File: config.mk
export PLATFORM = sky130hd
export DESIGN_NAME = execTop
export DESIGN_NICKNAME = d
export VERILOG_FILES = /design/src/rtl/aluPkg.sv /design/src/rtl/execPkg.sv /design/src/rtl/execIfs.sv /design/src/rtl/cmdQueue.sv /design/src/rtl/regFile.sv /design/src/rtl/alu.sv /design/src/rtl/execPipe.sv /design/src/rtl/execTop.sv
export SDC_FILE = /design/constraint.sdc
export NUM_CORES = 1
export LEC_CHECK = 0
export BUFFER_PORTS_ARGS = -buffer_cell sky130_fd_sc_hd__buf_2
export CORE_MARGIN = 10
export CORE_UTILIZATION = 48
export CTS_CLUSTER_SIZE = 12
export DETAILED_ROUTE_END_ITERATION = 10
export GPL_TIMING_DRIVEN = 0
export PLACE_DENSITY = 0.65
export SYNTH_ARGS = -nofsm -noshare
export SYNTH_HDL_FRONTEND = slang
export SYNTH_SLANG_ARGS = --single-unit
File: constraint.sdc
create_clock -name CLK -period 5.7 [get_ports CLK]
set_clock_uncertainty 0.1 [all_clocks]
set_input_delay 0.855 -clock CLK [delete_from_list [all_inputs] [get_ports CLK]]
set_output_delay 0.855 -clock CLK [all_outputs]
set_load 0.02 [all_outputs]
File: src/rtl/aluPkg.sv
// ALU opcode encoding for the execute cluster. Opcodes not listed here are reserved
// and produce result 0 with all flags unchanged.
package aluPkg;

	typedef logic [4:0] aluOp_t; // Five-bit ALU opcode.

	// Arithmetic group.
	localparam aluOp_t OP_MOV = 5'd0; // Pass operand B.
	localparam aluOp_t OP_ADD = 5'd1;
	localparam aluOp_t OP_ADC = 5'd2; // Add with carry in.
	localparam aluOp_t OP_SUB = 5'd3;
	localparam aluOp_t OP_SBB = 5'd4; // Subtract with borrow in.

	// Logic group, only Z is affected.
	localparam aluOp_t OP_AND = 5'd5;
	localparam aluOp_t OP_OR  = 5'd6;
	localparam aluOp_t OP_XOR = 5'd7;

	// Single-bit shifts act on operand B.
	localparam aluOp_t OP_ASR  = 5'd16;
	localparam aluOp_t OP_LSR  = 5'd17;
	localparam aluOp_t OP_LSL  = 5'd18;
	localparam aluOp_t OP_ROLC = 5'd19; // Rotate left through carry.
	localparam aluOp_t OP_RORC = 5'd20; // Rotate right through carry.

	// Flag set and clear, result is 0.
	localparam aluOp_t OP_CLC = 5'd22;
	localparam aluOp_t OP_SEC = 5'd23;
	localparam aluOp_t OP_CLZ = 5'd24;
	localparam aluOp_t OP_SEZ = 5'd25;
	localparam aluOp_t OP_CLS = 5'd26;
	localparam aluOp_t OP_SES = 5'd27;

endpackage

File: src/rtl/execPkg.sv
// Register file geometry shared by the queue, the pipeline and the register file.
package execPkg;

	localparam int REG_COUNT = 16; // General registers.

	localparam int REG_IDX_BITS = $clog2(REG_COUNT);

	typedef logic [REG_IDX_BITS-1:0] regIdx_t; // Register index.

endpackage

File: src/rtl/execIfs.sv
// Internal buses of the execute cluster. cmdIf pop is only legal while valid is high.
// aluIf flags change at the clock edge only when en is high.

interface cmdIf #(
	parameter int BITS = 16
);
	logic valid; // Head entry exists.
	aluPkg::aluOp_t op;
	execPkg::regIdx_t dst;
	execPkg::regIdx_t srcA;
	execPkg::regIdx_t srcB;
	logic useImm; // Immediate replaces operand B.
	logic [BITS-1:0] imm;
	logic pop; // Head consumed this cycle.

	modport producer (output valid, op, dst, srcA, srcB, useImm, imm, input pop);
	modport consumer (input valid, op, dst, srcA, srcB, useImm, imm, output pop);
endinterface

interface aluIf #(
	parameter int BITS = 16
);
	logic [BITS-1:0] a;
	logic [BITS-1:0] b;
	aluPkg::aluOp_t op;
	logic en; // Commit flags at this edge.
	logic [BITS-1:0] result; // Combinational.
	logic c;
	logic z;
	logic s;

	modport alu (input a, b, op, en, output result, c, z, s);
	modport pipe (output a, b, op, en, input result, c, z, s);
endinterface

File: src/rtl/cmdQueue.sv
// Command FIFO guarded by sender credits. The sender must never push into a full queue,
// and one credit is returned in every cycle that the head is popped.
module cmdQueue #(
	parameter int BITS = 16,
	parameter int QUEUE_DEPTH = 4
) (
	input  logic CLK,
	input  logic RSTb,
	input  logic cmdValid,
	input  aluPkg::aluOp_t cmdOp,
	input  execPkg::regIdx_t cmdDst,
	input  execPkg::regIdx_t cmdSrcA,
	input  execPkg::regIdx_t cmdSrcB,
	input  logic cmdUseImm,
	input  logic [BITS-1:0] cmdImm,
	output logic creditReturn,
	cmdIf.producer cmd
);
	localparam int PTR_BITS = (QUEUE_DEPTH > 1) ? $clog2(QUEUE_DEPTH) : 1;
	localparam int CNT_BITS = $clog2(QUEUE_DEPTH + 1);

	aluPkg::aluOp_t opMem [QUEUE_DEPTH];
	execPkg::regIdx_t dstMem [QUEUE_DEPTH];
	execPkg::regIdx_t srcAMem [QUEUE_DEPTH];
	execPkg::regIdx_t srcBMem [QUEUE_DEPTH];
	logic useImmMem [QUEUE_DEPTH];
	logic [BITS-1:0] immMem [QUEUE_DEPTH];

	logic [PTR_BITS-1:0] wrPtr;
	logic [PTR_BITS-1:0] rdPtr;
	logic [CNT_BITS-1:0] count;

	always_ff @(posedge CLK) begin
		if (cmdValid) begin
			opMem[wrPtr] <= cmdOp;
			dstMem[wrPtr] <= cmdDst;
			srcAMem[wrPtr] <= cmdSrcA;
			srcBMem[wrPtr] <= cmdSrcB;
			useImmMem[wrPtr] <= cmdUseImm;
			immMem[wrPtr] <= cmdImm;
		end
	end

	always_ff @(posedge CLK) begin
		if (!RSTb) begin
			wrPtr <= '0;
			rdPtr <= '0;
			count <= '0;
		end else begin
			if (cmdValid)
				wrPtr <= (wrPtr == PTR_BITS'(QUEUE_DEPTH - 1)) ? '0 : wrPtr + 1'b1;
			if (cmd.pop)
				rdPtr <= (rdPtr == PTR_BITS'(QUEUE_DEPTH - 1)) ? '0 : rdPtr + 1'b1;
			case ({cmdValid, cmd.pop})
				2'b10: count <= count + 1'b1;
				2'b01: count <= count - 1'b1;
				default: count <= count; // Push and pop together keep the level.
			endcase
		end
	end

	assign cmd.valid = (count != '0);
	assign cmd.op = opMem[rdPtr];
	assign cmd.dst = dstMem[rdPtr];
	assign cmd.srcA = srcAMem[rdPtr];
	assign cmd.srcB = srcBMem[rdPtr];
	assign cmd.useImm = useImmMem[rdPtr];
	assign cmd.imm = immMem[rdPtr];
	assign creditReturn = cmd.pop; // One credit per entry leaving.

	// A push into a full queue means the sender spent a credit it did not hold.
	noPushWhenFull: assert property (@(posedge CLK) disable iff (!RSTb)
		cmdValid |-> (count != CNT_BITS'(QUEUE_DEPTH)));

endmodule

File: src/rtl/regFile.sv
// Sixteen general registers, cleared on reset. Reads do not see a write of the same cycle;
// the pipeline forwards that case itself.
module regFile #(
	parameter int BITS = 16
) (
	input  logic CLK,
	input  logic RSTb,
	input  execPkg::regIdx_t rdAddrA,
	input  execPkg::regIdx_t rdAddrB,
	output logic [BITS-1:0] rdDataA,
	output logic [BITS-1:0] rdDataB,
	input  logic wrEn,
	input  execPkg::regIdx_t wrAddr,
	input  logic [BITS-1:0] wrData
);
	logic [BITS-1:0] regs [execPkg::REG_COUNT];

	always_ff @(posedge CLK) begin
		if (!RSTb) begin
			for (int i = 0; i < execPkg::REG_COUNT; i++)
				regs[i] <= '0;
		end else if (wrEn) begin
			regs[wrAddr] <= wrData;
		end
	end

	assign rdDataA = regs[rdAddrA]; // Combinational read ports.
	assign rdDataB = regs[rdAddrB];

endmodule

File: src/rtl/alu.sv
// ALU with registered carry, zero and sign flags. Shifts act on operand B only and
// reserved opcodes return 0 with the flags held.
module alu #(
	parameter int BITS = 16
) (
	input logic CLK,
	input logic RSTb,
	aluIf.alu alu
);
	logic cReg;
	logic zReg;
	logic sReg;
	logic cNext;
	logic zNext;
	logic sNext;
	logic [BITS-1:0] out;

	logic carryIn;
	logic borrowIn;
	logic [BITS:0] sumRes;
	logic [BITS:0] diffRes;

	assign carryIn = (alu.op == aluPkg::OP_ADC) & cReg; // Only adc consumes C.
	assign borrowIn = (alu.op == aluPkg::OP_SBB) & cReg; // Only sbb consumes C.
	assign sumRes = {1'b0, alu.a} + {1'b0, alu.b} + {{BITS{1'b0}}, carryIn};
	assign diffRes = {1'b0, alu.a} - {1'b0, alu.b} - {{BITS{1'b0}}, borrowIn}; // MSB is borrow.

	always_comb begin
		cNext = cReg; // Flags hold unless an op names them.
		zNext = zReg;
		sNext = sReg;
		out = '0;
		case (alu.op)
			aluPkg::OP_MOV: out = alu.b;
			aluPkg::OP_ADD, aluPkg::OP_ADC: begin
				out = sumRes[BITS-1:0];
				cNext = sumRes[BITS];
				zNext = (sumRes[BITS-1:0] == '0);
				sNext = sumRes[BITS-1];
			end
			aluPkg::OP_SUB, aluPkg::OP_SBB: begin
				out = diffRes[BITS-1:0];
				cNext = diffRes[BITS];
				zNext = (diffRes[BITS-1:0] == '0);
				sNext = diffRes[BITS-1];
			end
			aluPkg::OP_AND: begin
				out = alu.a & alu.b;
				zNext = ((alu.a & alu.b) == '0);
			end
			aluPkg::OP_OR: begin
				out = alu.a | alu.b;
				zNext = ((alu.a | alu.b) == '0);
			end
			aluPkg::OP_XOR: begin
				out = alu.a ^ alu.b;
				zNext = ((alu.a ^ alu.b) == '0);
			end
			aluPkg::OP_ASR: out = {alu.b[BITS-1], alu.b[BITS-1:1]};
			aluPkg::OP_LSR: out = {1'b0, alu.b[BITS-1:1]};
			aluPkg::OP_LSL: out = {alu.b[BITS-2:0], 1'b0};
			aluPkg::OP_ROLC: begin
				out = {alu.b[BITS-2:0], cReg};
				cNext = alu.a[BITS-1]; // New carry comes from A.
			end
			aluPkg::OP_RORC: begin
				out = {cReg, alu.b[BITS-1:1]};
				cNext = alu.a[0];
			end
			aluPkg::OP_CLC: cNext = 1'b0;
			aluPkg::OP_SEC: cNext = 1'b1;
			aluPkg::OP_CLZ: zNext = 1'b0;
			aluPkg::OP_SEZ: zNext = 1'b1;
			aluPkg::OP_CLS: sNext = 1'b0;
			aluPkg::OP_SES: sNext = 1'b1;
			default: out = '0; // Reserved.
		endcase
	end

	always_ff @(posedge CLK) begin
		if (!RSTb) begin
			cReg <= 1'b0;
			zReg <= 1'b0;
			sReg <= 1'b0;
		end else if (alu.en) begin
			cReg <= cNext;
			zReg <= zNext;
			sReg <= sNext;
		end
	end

	assign alu.result = out;
	assign alu.c = cReg;
	assign alu.z = zReg;
	assign alu.s = sReg;

	// Unknown operands from the pipeline must never leak into the flag state.
	flagsKnown: assert property (@(posedge CLK) disable iff (!RSTb)
		RSTb |=> !$isunknown({cReg, zReg, sReg}));

endmodule

File: src/rtl/execPipe.sv
// Two-stage pipeline: operand read in the pop cycle, execute and writeback in stage 2.
// It never stalls, so every valid head is popped at once.
module execPipe #(
	parameter int BITS = 16
) (
	input  logic CLK,
	input  logic RSTb,
	cmdIf.consumer cmd,
	aluIf.pipe alu,
	output execPkg::regIdx_t rdAddrA,
	output execPkg::regIdx_t rdAddrB,
	input  logic [BITS-1:0] rdDataA,
	input  logic [BITS-1:0] rdDataB,
	output logic wrEn,
	output execPkg::regIdx_t wrAddr,
	output logic [BITS-1:0] wrData,
	output logic resultValid,
	output execPkg::regIdx_t resultReg,
	output logic [BITS-1:0] resultData
);
	logic s2Valid;
	aluPkg::aluOp_t s2Op;
	execPkg::regIdx_t s2Dst;
	logic [BITS-1:0] s2A;
	logic [BITS-1:0] s2B;
	logic [BITS-1:0] opA;
	logic [BITS-1:0] regB;

	assign cmd.pop = cmd.valid;
	assign rdAddrA = cmd.srcA;
	assign rdAddrB = cmd.srcB;

	// Forward the result that stage 2 writes in this very cycle.
	assign opA = (wrEn && wrAddr == cmd.srcA) ? wrData : rdDataA;
	assign regB = (wrEn && wrAddr == cmd.srcB) ? wrData : rdDataB;

	always_ff @(posedge CLK) begin
		if (!RSTb)
			s2Valid <= 1'b0;
		else
			s2Valid <= cmd.pop;
	end

	always_ff @(posedge CLK) begin
		if (cmd.pop) begin
			s2Op <= cmd.op;
			s2Dst <= cmd.dst;
			s2A <= opA;
			s2B <= cmd.useImm ? cmd.imm : regB; // Immediate replaces B.
		end
	end

	assign alu.a = s2A;
	assign alu.b = s2B;
	assign alu.op = s2Op;
	assign alu.en = s2Valid;

	assign wrEn = s2Valid; // Every command writes back, flag ops included.
	assign wrAddr = s2Dst;
	assign wrData = alu.result;

	always_ff @(posedge CLK) begin
		if (!RSTb)
			resultValid <= 1'b0;
		else
			resultValid <= wrEn;
	end

	always_ff @(posedge CLK) begin
		resultReg <= wrAddr;
		resultData <= wrData;
	end

	// A popped head must be a fully written queue entry.
	popNeedsValid: assert property (@(posedge CLK) disable iff (!RSTb)
		cmd.pop |-> cmd.valid && !$isunknown({cmd.op, cmd.dst, cmd.srcA, cmd.srcB, cmd.useImm}));

endmodule

File: src/rtl/execTop.sv
// Execute cluster top. The sender starts with QUEUE_DEPTH credits and gets one back
// per creditReturn pulse; results have no back-pressure.
module execTop #(
	parameter int BITS = 16,
	parameter int QUEUE_DEPTH = 4
) (
	input  logic CLK,
	input  logic RSTb,
	input  logic cmdValid,
	input  aluPkg::aluOp_t cmdOp,
	input  execPkg::regIdx_t cmdDst,
	input  execPkg::regIdx_t cmdSrcA,
	input  execPkg::regIdx_t cmdSrcB,
	input  logic cmdUseImm,
	input  logic [BITS-1:0] cmdImm,
	output logic creditReturn,
	output logic resultValid,
	output execPkg::regIdx_t resultReg,
	output logic [BITS-1:0] resultData,
	output logic flagC,
	output logic flagZ,
	output logic flagS
);
	execPkg::regIdx_t rdAddrA;
	execPkg::regIdx_t rdAddrB;
	logic [BITS-1:0] rdDataA;
	logic [BITS-1:0] rdDataB;
	logic wrEn;
	execPkg::regIdx_t wrAddr;
	logic [BITS-1:0] wrData;

	cmdIf #(.BITS(BITS)) cmdBus ();
	aluIf #(.BITS(BITS)) aluBus ();

	cmdQueue #(.BITS(BITS), .QUEUE_DEPTH(QUEUE_DEPTH)) queue (
		.CLK, .RSTb, .cmdValid, .cmdOp, .cmdDst, .cmdSrcA, .cmdSrcB,
		.cmdUseImm, .cmdImm, .creditReturn, .cmd(cmdBus.producer));

	execPipe #(.BITS(BITS)) pipe (
		.CLK, .RSTb, .cmd(cmdBus.consumer), .alu(aluBus.pipe),
		.rdAddrA, .rdAddrB, .rdDataA, .rdDataB, .wrEn, .wrAddr, .wrData,
		.resultValid, .resultReg, .resultData);

	regFile #(.BITS(BITS)) regs (
		.CLK, .RSTb, .rdAddrA, .rdAddrB, .rdDataA, .rdDataB, .wrEn, .wrAddr, .wrData);

	alu #(.BITS(BITS)) aluInst (.CLK, .RSTb, .alu(aluBus.alu));

	assign flagC = aluBus.c; // Flags line up with resultValid.
	assign flagZ = aluBus.z;
	assign flagS = aluBus.s;

endmodule

==> results of run 1 <==
[final cells by class]
| type | instances | area share (%) |
|---|---|---|
| Clock buffer | 77 | 5.279 |
| Antenna cell | 1 | 0.009213 |
| Tap cell | 672 | 3.096 |
| Sequential cell | 467 | 50.38 |
| Inverter | 84 | 1.161 |
| Timing Repair Buffer | 65 | 1.474 |
| Multi-Input combinational cell | 1136 | 35.87 |
| Buffer | 132 | 2.170 |
| Clock inverter | 15 | 0.5620 |
[worst max path at each step]
stage | startpoint | endpoint | slack (ps) | cells past startpoint
final | pipe.alu.op[3] | regs.regs[5][12] | 350 | 15
after global routing | pipe.alu.op[3] | regs.regs[5][12] | 20 | 15
after CTS | pipe.alu.op[3] | regs.regs[9][12] | 380 | 15
after detailed placement | pipe.alu.op[3] | regs.regs[2][12] | 440 | 15
after global placement | pipe.alu.op[3] | regs.regs[8][12] | 410 | 15
after floorplan | pipe.alu.op[3] | regs.regs[1][14] | 1500 | 17
[state kept, by name, indices dropped and copies added (netlist names), 3 cells and up, named ones only]
signal,cells
queue.dstMem,16
pipe.alu.a,16
regs.regs,256
queue.count,3
queue.useImmMem,4
pipe.alu.op,5
pipe.wrAddr,4
queue.opMem,20
queue.srcAMem,16
queue.srcBMem,16
pipe.resultReg,4
pipe.alu.b,16
pipe.resultData,16
queue.immMem,64
[per-stage QoR]
stage / hold slack, ps / power (W) / utilization [%]
after CTS: 346.5 / 0.01696 / 54.13
after floorplan: 246.2 / 0.01077 / -
after detailed placement: 411.0 / 0.01379 / 50.97
after global placement: 386.7 / 0.01370 / 50.76
after global routing: 367.5 / 0.01788 / 54.13
final: 372.5 / 0.01705 / 54.14
[cell usage in the layout, fill, tap and decap left out, types with 7 or more instances in the layout]
master and instances:
sky130_fd_sc_hd__a21oi_1 47, sky130_fd_sc_hd__nand3_1 24, sky130_fd_sc_hd__mux4_2 160, sky130_fd_sc_hd__nand4_1 11
sky130_fd_sc_hd__dfxtp_1 34, sky130_fd_sc_hd__clkbuf_1 102, sky130_fd_sc_hd__a221oi_1 12, sky130_fd_sc_hd__a22oi_1 18
sky130_fd_sc_hd__buf_4 8, sky130_fd_sc_hd__nor2_1 293, sky130_fd_sc_hd__a21o_1 11, sky130_fd_sc_hd__edfxtp_1 433
sky130_fd_sc_hd__a31oi_1 7, sky130_fd_sc_hd__o211ai_1 29, sky130_fd_sc_hd__xnor2_1 16, sky130_fd_sc_hd__nand2b_1 12
sky130_fd_sc_hd__nand2_1 113, sky130_fd_sc_hd__buf_1 11, sky130_fd_sc_hd__buf_2 87, sky130_fd_sc_hd__nor3b_1 10
sky130_fd_sc_hd__nor4_1 10, sky130_fd_sc_hd__xor2_1 19, sky130_fd_sc_hd__clkinv_2 7, sky130_fd_sc_hd__ha_1 68
sky130_fd_sc_hd__inv_1 83, sky130_fd_sc_hd__mux2i_1 37, sky130_fd_sc_hd__a211oi_1 18, sky130_fd_sc_hd__nor3_1 15
sky130_fd_sc_hd__mux2_2 17, sky130_fd_sc_hd__clkbuf_16 51, sky130_fd_sc_hd__nor2b_1 23, sky130_fd_sc_hd__o21ai_0 46
[power by group through the flow]
stage	Clock (W)	Sequential [W]	Combinational, W
3_3_place_gp	0	0.00469	0.00901
5_1_grt	0.00333	0.00466	0.00989
3_5_place_dp	0	0.00469	0.00909
4_1_cts	0.00319	0.00462	0.00915
6_report	0.00317	0.00462	0.00925
2_1_floorplan	0	0.00461	0.00616
[metal layers]
metal	routed length (µm)	vias to the layer above
met5	11	-
met4	1686	2
met3	6477	118
met2	34480	895
met1	29800	8440
li1	-	7158
[critical path, stage by stage (launching register included)]
cell and delay [ps]:
sky130_fd_sc_hd__edfxtp_1 350, sky130_fd_sc_hd__buf_2 180, sky130_fd_sc_hd__nor3b_1 700, sky130_fd_sc_hd__nand3_1 220, sky130_fd_sc_hd__fa_1 450, sky130_fd_sc_hd__inv_1 80, sky130_fd_sc_hd__fa_1 280, sky130_fd_sc_hd__nand2b_1 110
sky130_fd_sc_hd__a2111o_1 510, sky130_fd_sc_hd__nand4_1 190, sky130_fd_sc_hd__nand2_1 70, sky130_fd_sc_hd__a211oi_1 520, sky130_fd_sc_hd__o21ai_0 190, sky130_fd_sc_hd__a21oi_2 470, sky130_fd_sc_hd__clkbuf_1 540, sky130_fd_sc_hd__nor2_1 120
[kinds of logic after synthesis]
logic type	after synthesis
and+or+nand+nor	551
DFF	467
AOI/OAI and AO/OA	263
buffers and inverters	216
muxes	214
adders and majority gates	73
xor gates and xnor gates	35
==> impl_metrics.json, run 1 <==
{
  "total_switching_power_w": 0.007662,
  "max_clock_freq_ghz": 0.1868,
  "worstHoldStart": "cmdDst[2]",
  "sw_frac_of_total_pct": 44.94,
  "synth_top_family_by_area": "multiplexers",
  "area.sequential_um2": 13680,
  "route.detailed.drc": 0,
  "row_count": 82,
  "async_flop_share_pct": 0,
  "groute.layer.met3.usage_pct": 4.344,
  "portBuffers": 60,
  "synth-simple-area-share_pct": 10.07,
  "post-place-ws_ps": 436.9,
  "hold_path_end": "queue.dstMem[2][2]",
  "clkSlewWorstSetupHoldPaths_ps": 60,
  "setup.worst_path.start_class": "flop",
  "slew_violations": 0,
  "number_of_enable_flip_flop_cells_after_synthesis": 433,
  "grt-busiest-layer": "met2",
  "yosys.area_share.xor_xnor_pct": 1.260,
  "worst_hold_path_class": "in2reg",
  "worstPathArrival_ps": 5580,
  "final.fill_count": 4156,
  "die_h_um": 245.1,
  "drive_gt1_share_pct": 19.18,
  "critPathKind": "reg2reg",
  "drt.antenna.violating_nets": 0,
  "status": "complete, no violations",
  "initial_core_util_pct": 48.49,
  "yosys.area.top_type": "sky130_fd_sc_hd__edfxtp_1",
  "synth_cell_type_count": 80,
  "clock_sink_count": 467,
  "synthToLayoutAreaGrowth_pct": 11.65,
  "post-synth-top-area-fraction_pct": 53.45,
  "post-route-period-util_pct": 93.92,
  "timing.critical_path.to_type": "flop",
  "cts_htree_levels": 2,
  "routed_wire_length_per_instance_um": 27.35,
  "grt_antenna_before_repair": 2,
  "globalRoute.totalOverflow": 0,
  "setup_tns_final_ps": 0,
  "timing.slew.headroom_pct": 20.05,
  "cell_with_the_most_instances_after_synthesis": "sky130_fd_sc_hd__edfxtp_1",
  "mappedNetlistArea_um2": 24330,
  "fin_crit_ps": 5354,
  "postRouteWirelength_um": 72450,
  "worst-r2r-setup-slack_ps": 350,
  "half_perimeter_wire_length_of_the_detailed_placement_result_um": 52700,
  "ys_seq_elements": 467,
  "clkLatencyLatePin_ps": 610,
  "vias_per_cell": 6.271,
  "dr_total_vias": 16610,
  "grt_first_pass_wirelength_um": 107100,
  "timing.final.setup_violations": 0,
  "adder_and_majority_cell_fraction_of_the_synthesized_area_pct": 3.909,
  "multi_input_comb_area_um2": 9743,
  "synth.top_cells.by_area": "sky130_fd_sc_hd__edfxtp_1, sky130_fd_sc_hd__mux4_2, sky130_fd_sc_hd__nor2_1",
  "maximum_number_of_pins_on_one_net_before_global_route_repair": 34,
  "first_iter_violations": 2138,
  "clock_tree_buf_depth": 3,
  "timing_hold_violations_final": 0,
  "timing.hold.worst_path_depth": 1,
  "die_area_um2": 60080,
  "worstRegToRegCells": 15,
  "fin_nets": 2046,
  "critPathRequiredTime_ps": 5930,
  "ir_worst_vdd_uv": 324.6,
  "comb_power_share_pct": 54.3,
  "floorplan.die.width_um": 245.1,
  "syn_inst": 1819,
  "timing.final.ws_setup_ps": 346.4,
  "postSynthAreaPerCell_um2": 13.37,
  "leakagePower_nw": 9.681,
  "sequential_cell_fraction_of_total_power_pct": 27.1,
  "post_synthesis_compound_gate_area_fraction_pct": 7.674,
  "design.portCount": 62,
  "placed_area_um2": 25570,
  "power.internal_w": 0.009386,
  "placeableCoreArea_um2": 50170,
  "clock_tree.root_cell": "sky130_fd_sc_hd__clkbuf_16",
  "use_met2_pct": 38.48,
  "first_global_vias": 16440,
  "globalRouteTotalUtil_pct": 23.93,
  "clock_power_share_pct": 18.6,
  "numPlacedInstances": 2556,
  "cts_buf_count": 50,
  "ys.warnings.count": 0,
  "post_cts.repair.setup_buffers": 0,
  "tritoncts": "yes",
  "unrepaired_setup_endpoints_after_global_routing": "no",
  "worst_r2r_endpoint": "regs.regs[5][12]",
  "rr_startpoint": "pipe.alu.op[3]",
  "top_cells_by_instance_count_after_synthesis": "sky130_fd_sc_hd__edfxtp_1, sky130_fd_sc_hd__nor2_1, sky130_fd_sc_hd__mux4_2",
  "powerDensity_nw_per_um2": 627.7,
  "max_cap_viol_count": 0,
  "globalplace.congestion": 0.9304,
  "cts_hold_buf": 0,
  "cts_repair_resize_count": 0,
  "ys_dominant_reg_cell": "sky130_fd_sc_hd__edfxtp_1",
  "mappedNetlistNets": 1929,
  "instances_no_fill": 2649,
  "grt_use_met1_pct": 33.25,
  "post_synth_mux_area_share_pct": 17.12,
  "timing.critical_path.fanout_max": 10,
  "drt_first_pass_iters": 5,
  "final_cell_area_um2": 27160,
  "synth.yosys.seq_area_share_pct": 56.25,
  "worst-slew-pin-transition_ps": 1199
}
Power figures use the tool's default switching activity.
==> run 2, diff against run 1 <==
--- a/config.mk
+++ b/config.mk
@@ -6,12 +6,13 @@
 export NUM_CORES = 1
 export LEC_CHECK = 0
 export BUFFER_PORTS_ARGS = -buffer_cell sky130_fd_sc_hd__buf_2
-export CORE_MARGIN = 10
+export CORE_MARGIN = 3
 export CORE_UTILIZATION = 48
 export CTS_CLUSTER_SIZE = 12
 export DETAILED_ROUTE_END_ITERATION = 10
 export GPL_TIMING_DRIVEN = 0
 export PLACE_DENSITY = 0.65
+export SKIP_CTS_REPAIR_TIMING = 1
 export SYNTH_ARGS = -nofsm -noshare
 export SYNTH_HDL_FRONTEND = slang
 export SYNTH_SLANG_ARGS = --single-unit
==> run 2 against run 1 <==
  * Sequential share of layout area is 0.16 points higher
  * Sequential power hardly changed
  * Power decreased by 0.69%
  * Largest cell class unchanged
==> impl_metrics.json, run 2 (synthesis gave the netlist of run 1 again) <==
{
  "status": "complete, no violations",
  "largest_register_ffs": 256,
  "grt_first_pass_wirelength_um": 106700,
  "row_count": 81,
  "registers.top_by_ff_count": "regs.regs",
  "design.portCount": 62,
  "leakagePower_nw": 9.639,
  "portBuffers": 60,
  "globalRouteTotalUtil_pct": 27.02,
  "powerDensity_nw_per_um2": 625.3,
  "half_perimeter_wire_length_of_the_detailed_placement_result_um": 52040,
  "grt_antenna_before_repair": 3,
  "timing_hold_violations_final": 0,
  "worst_hold_path_class": "in2reg",
  "final_common_cell": "sky130_fd_sc_hd__edfxtp_1",
  "final_cell_mix": "sky130_fd_sc_hd__edfxtp_1, sky130_fd_sc_hd__nor2_1, sky130_fd_sc_hd__mux4_2, sky130_fd_sc_hd__nand2_1, sky130_fd_sc_hd__clkbuf_1",
  "final.fill_count": 4209,
  "maximum_number_of_pins_on_one_net_before_global_route_repair": 44,
  "ir_worst_vdd_uv": 351.3,
  "clkSlewWorstSetupHoldPaths_ps": 60,
  "clock_sink_count": 467,
  "floorplan.die.width_um": 231.1,
  "timing.critical_path.to_type": "flop",
  "synthToLayoutAreaGrowth_pct": 11.31,
  "multi_input_comb_area_um2": 9743,
  "cts_htree_levels": 2,
  "drt.antenna.violating_nets": 0,
  "area.sequential_um2": 13680,
  "top_regs": "regs.regs (256), queue.immMem (64), queue.opMem (20)",
  "die_h_um": 231.1,
  "n_antenna_cell": 0,
  "drive_gt1_share_pct": 18.91,
  "critPathKind": "reg2reg",
  "first_global_vias": 16740,
  "tritoncts": "yes",
  "first_iter_violations": 2015,
  "routed_wire_length_per_instance_um": 27.25,
  "setup.worst_path.start_class": "flop",
  "critPathRequiredTime_ps": 5920,
  "clock_tree_buf_depth": 3,
  "die_area_um2": 53420,
  "placed_area_um2": 25540,
  "post-route-period-util_pct": 96.48,
  "setup_tns_final_ps": 0,
  "route.detailed.drc": 0,
  "fin_nets": 2044,
  "postRouteWirelength_um": 71850,
  "globalRoute.totalOverflow": 0,
  "drt_first_pass_iters": 6,
  "fin_crit_ps": 5499,
  "max_clock_freq_ghz": 0.1818,
  "timing.critical_path.fanout_max": 10,
  "numPlacedInstances": 2547,
  "slew_violations": 0,
  "initial_core_util_pct": 49.19,
  "cts_buf_count": 49,
  "clkLatencyLatePin_ps": 600,
  "timing.slew.headroom_pct": 16.80,
  "dr_total_vias": 16820,
  "worst-slew-pin-transition_ps": 1248,
  "max_cap_viol_count": 0,
  "timing.final.setup_violations": 0,
  "vias_per_cell": 6.379,
  "clock_tree.root_cell": "sky130_fd_sc_hd__clkbuf_16",
  "worstPathArrival_ps": 5720,
  "globalplace.congestion": 0.9305,
  "finalHoldWorstSlack_ps": 372.8,
  "instances_no_fill": 2637,
  "unrepaired_setup_endpoints_after_global_routing": "no",
  "final_cell_area_um2": 27080,
  "placeableCoreArea_um2": 49460
}
## run 2: critical path, stage by stage (launching register included)
cell and delay, ps:
sky130_fd_sc_hd__edfxtp_1 390, sky130_fd_sc_hd__buf_2 200, sky130_fd_sc_hd__nor3b_1 870, sky130_fd_sc_hd__nand3_1 220, sky130_fd_sc_hd__fa_1 470, sky130_fd_sc_hd__inv_1 90, sky130_fd_sc_hd__fa_1 260, sky130_fd_sc_hd__nand2b_1 100
sky130_fd_sc_hd__a2111o_1 500, sky130_fd_sc_hd__nand4_1 210, sky130_fd_sc_hd__nand4_1 150, sky130_fd_sc_hd__nand2_1 110, sky130_fd_sc_hd__xor2_1 310, sky130_fd_sc_hd__o211a_1 190, sky130_fd_sc_hd__clkbuf_1 480, sky130_fd_sc_hd__clkbuf_1 460
sky130_fd_sc_hd__nor2_1 110
## run 2: final timing paths
check	start	depth (start not counted)	slack [ps]	to
hold / removal	cmdSrcB[0]	1	370	queue.srcBMem[2][0]
setup / recovery	pipe.alu.op[3]	16	200	regs.regs[6][14]
hold reg to reg	pipe.wrAddr[1]	0	390	pipe.resultReg[1]
setup reg to reg	pipe.alu.op[3]	16	200	regs.regs[6][14]
## run 2: per-layer routing
layer | global-route usage (%) | up-vias | share of wire, %
li1 | - | 7156 | -
met1 | 37.39 | 8512 | 40
met2 | 42.31 | 972 | 46
met3 | 5.801 | 176 | 9.5
met4 | 10.34 | 6 | 4.4
met5 | 0 | - | 0.063
## run 2: final cells by class
type	instances	share of cell area (%)
repair buffers	64	1.405
plain buffers	132	2.177
well taps	664	3.068
multi-input cells	1136	35.98
clock buffers	78	5.231
flip-flops and latches	467	50.54
inverters	84	1.165
clock inverters	12	0.4344
## run 2: stage by stage
stage | utilization, % | power (W) | setup slack (ps)
detailed placement | 51.64 | 0.01374 | 286.6
CTS | 54.75 | 0.01685 | 258.8
global placement | 51.47 | 0.01369 | 262.3
global route | 54.75 | 0.01779 | 0.7496
floorplan | - | 0.01077 | 1496
finish | 54.75 | 0.01693 | 200.7
## run 2: report_power, final
| group | internal [W] | switching (W) | leakage, nW |
|---|---|---|---|
| combinational | 0.00326 | 0.00598 | 4.32 |
| clock | 0.00175 | 0.00133 | 0.743 |
| sequential | 0.00429 | 0.000321 | 4.57 |
| total | 0.00930 | 0.00763 | 9.64 |
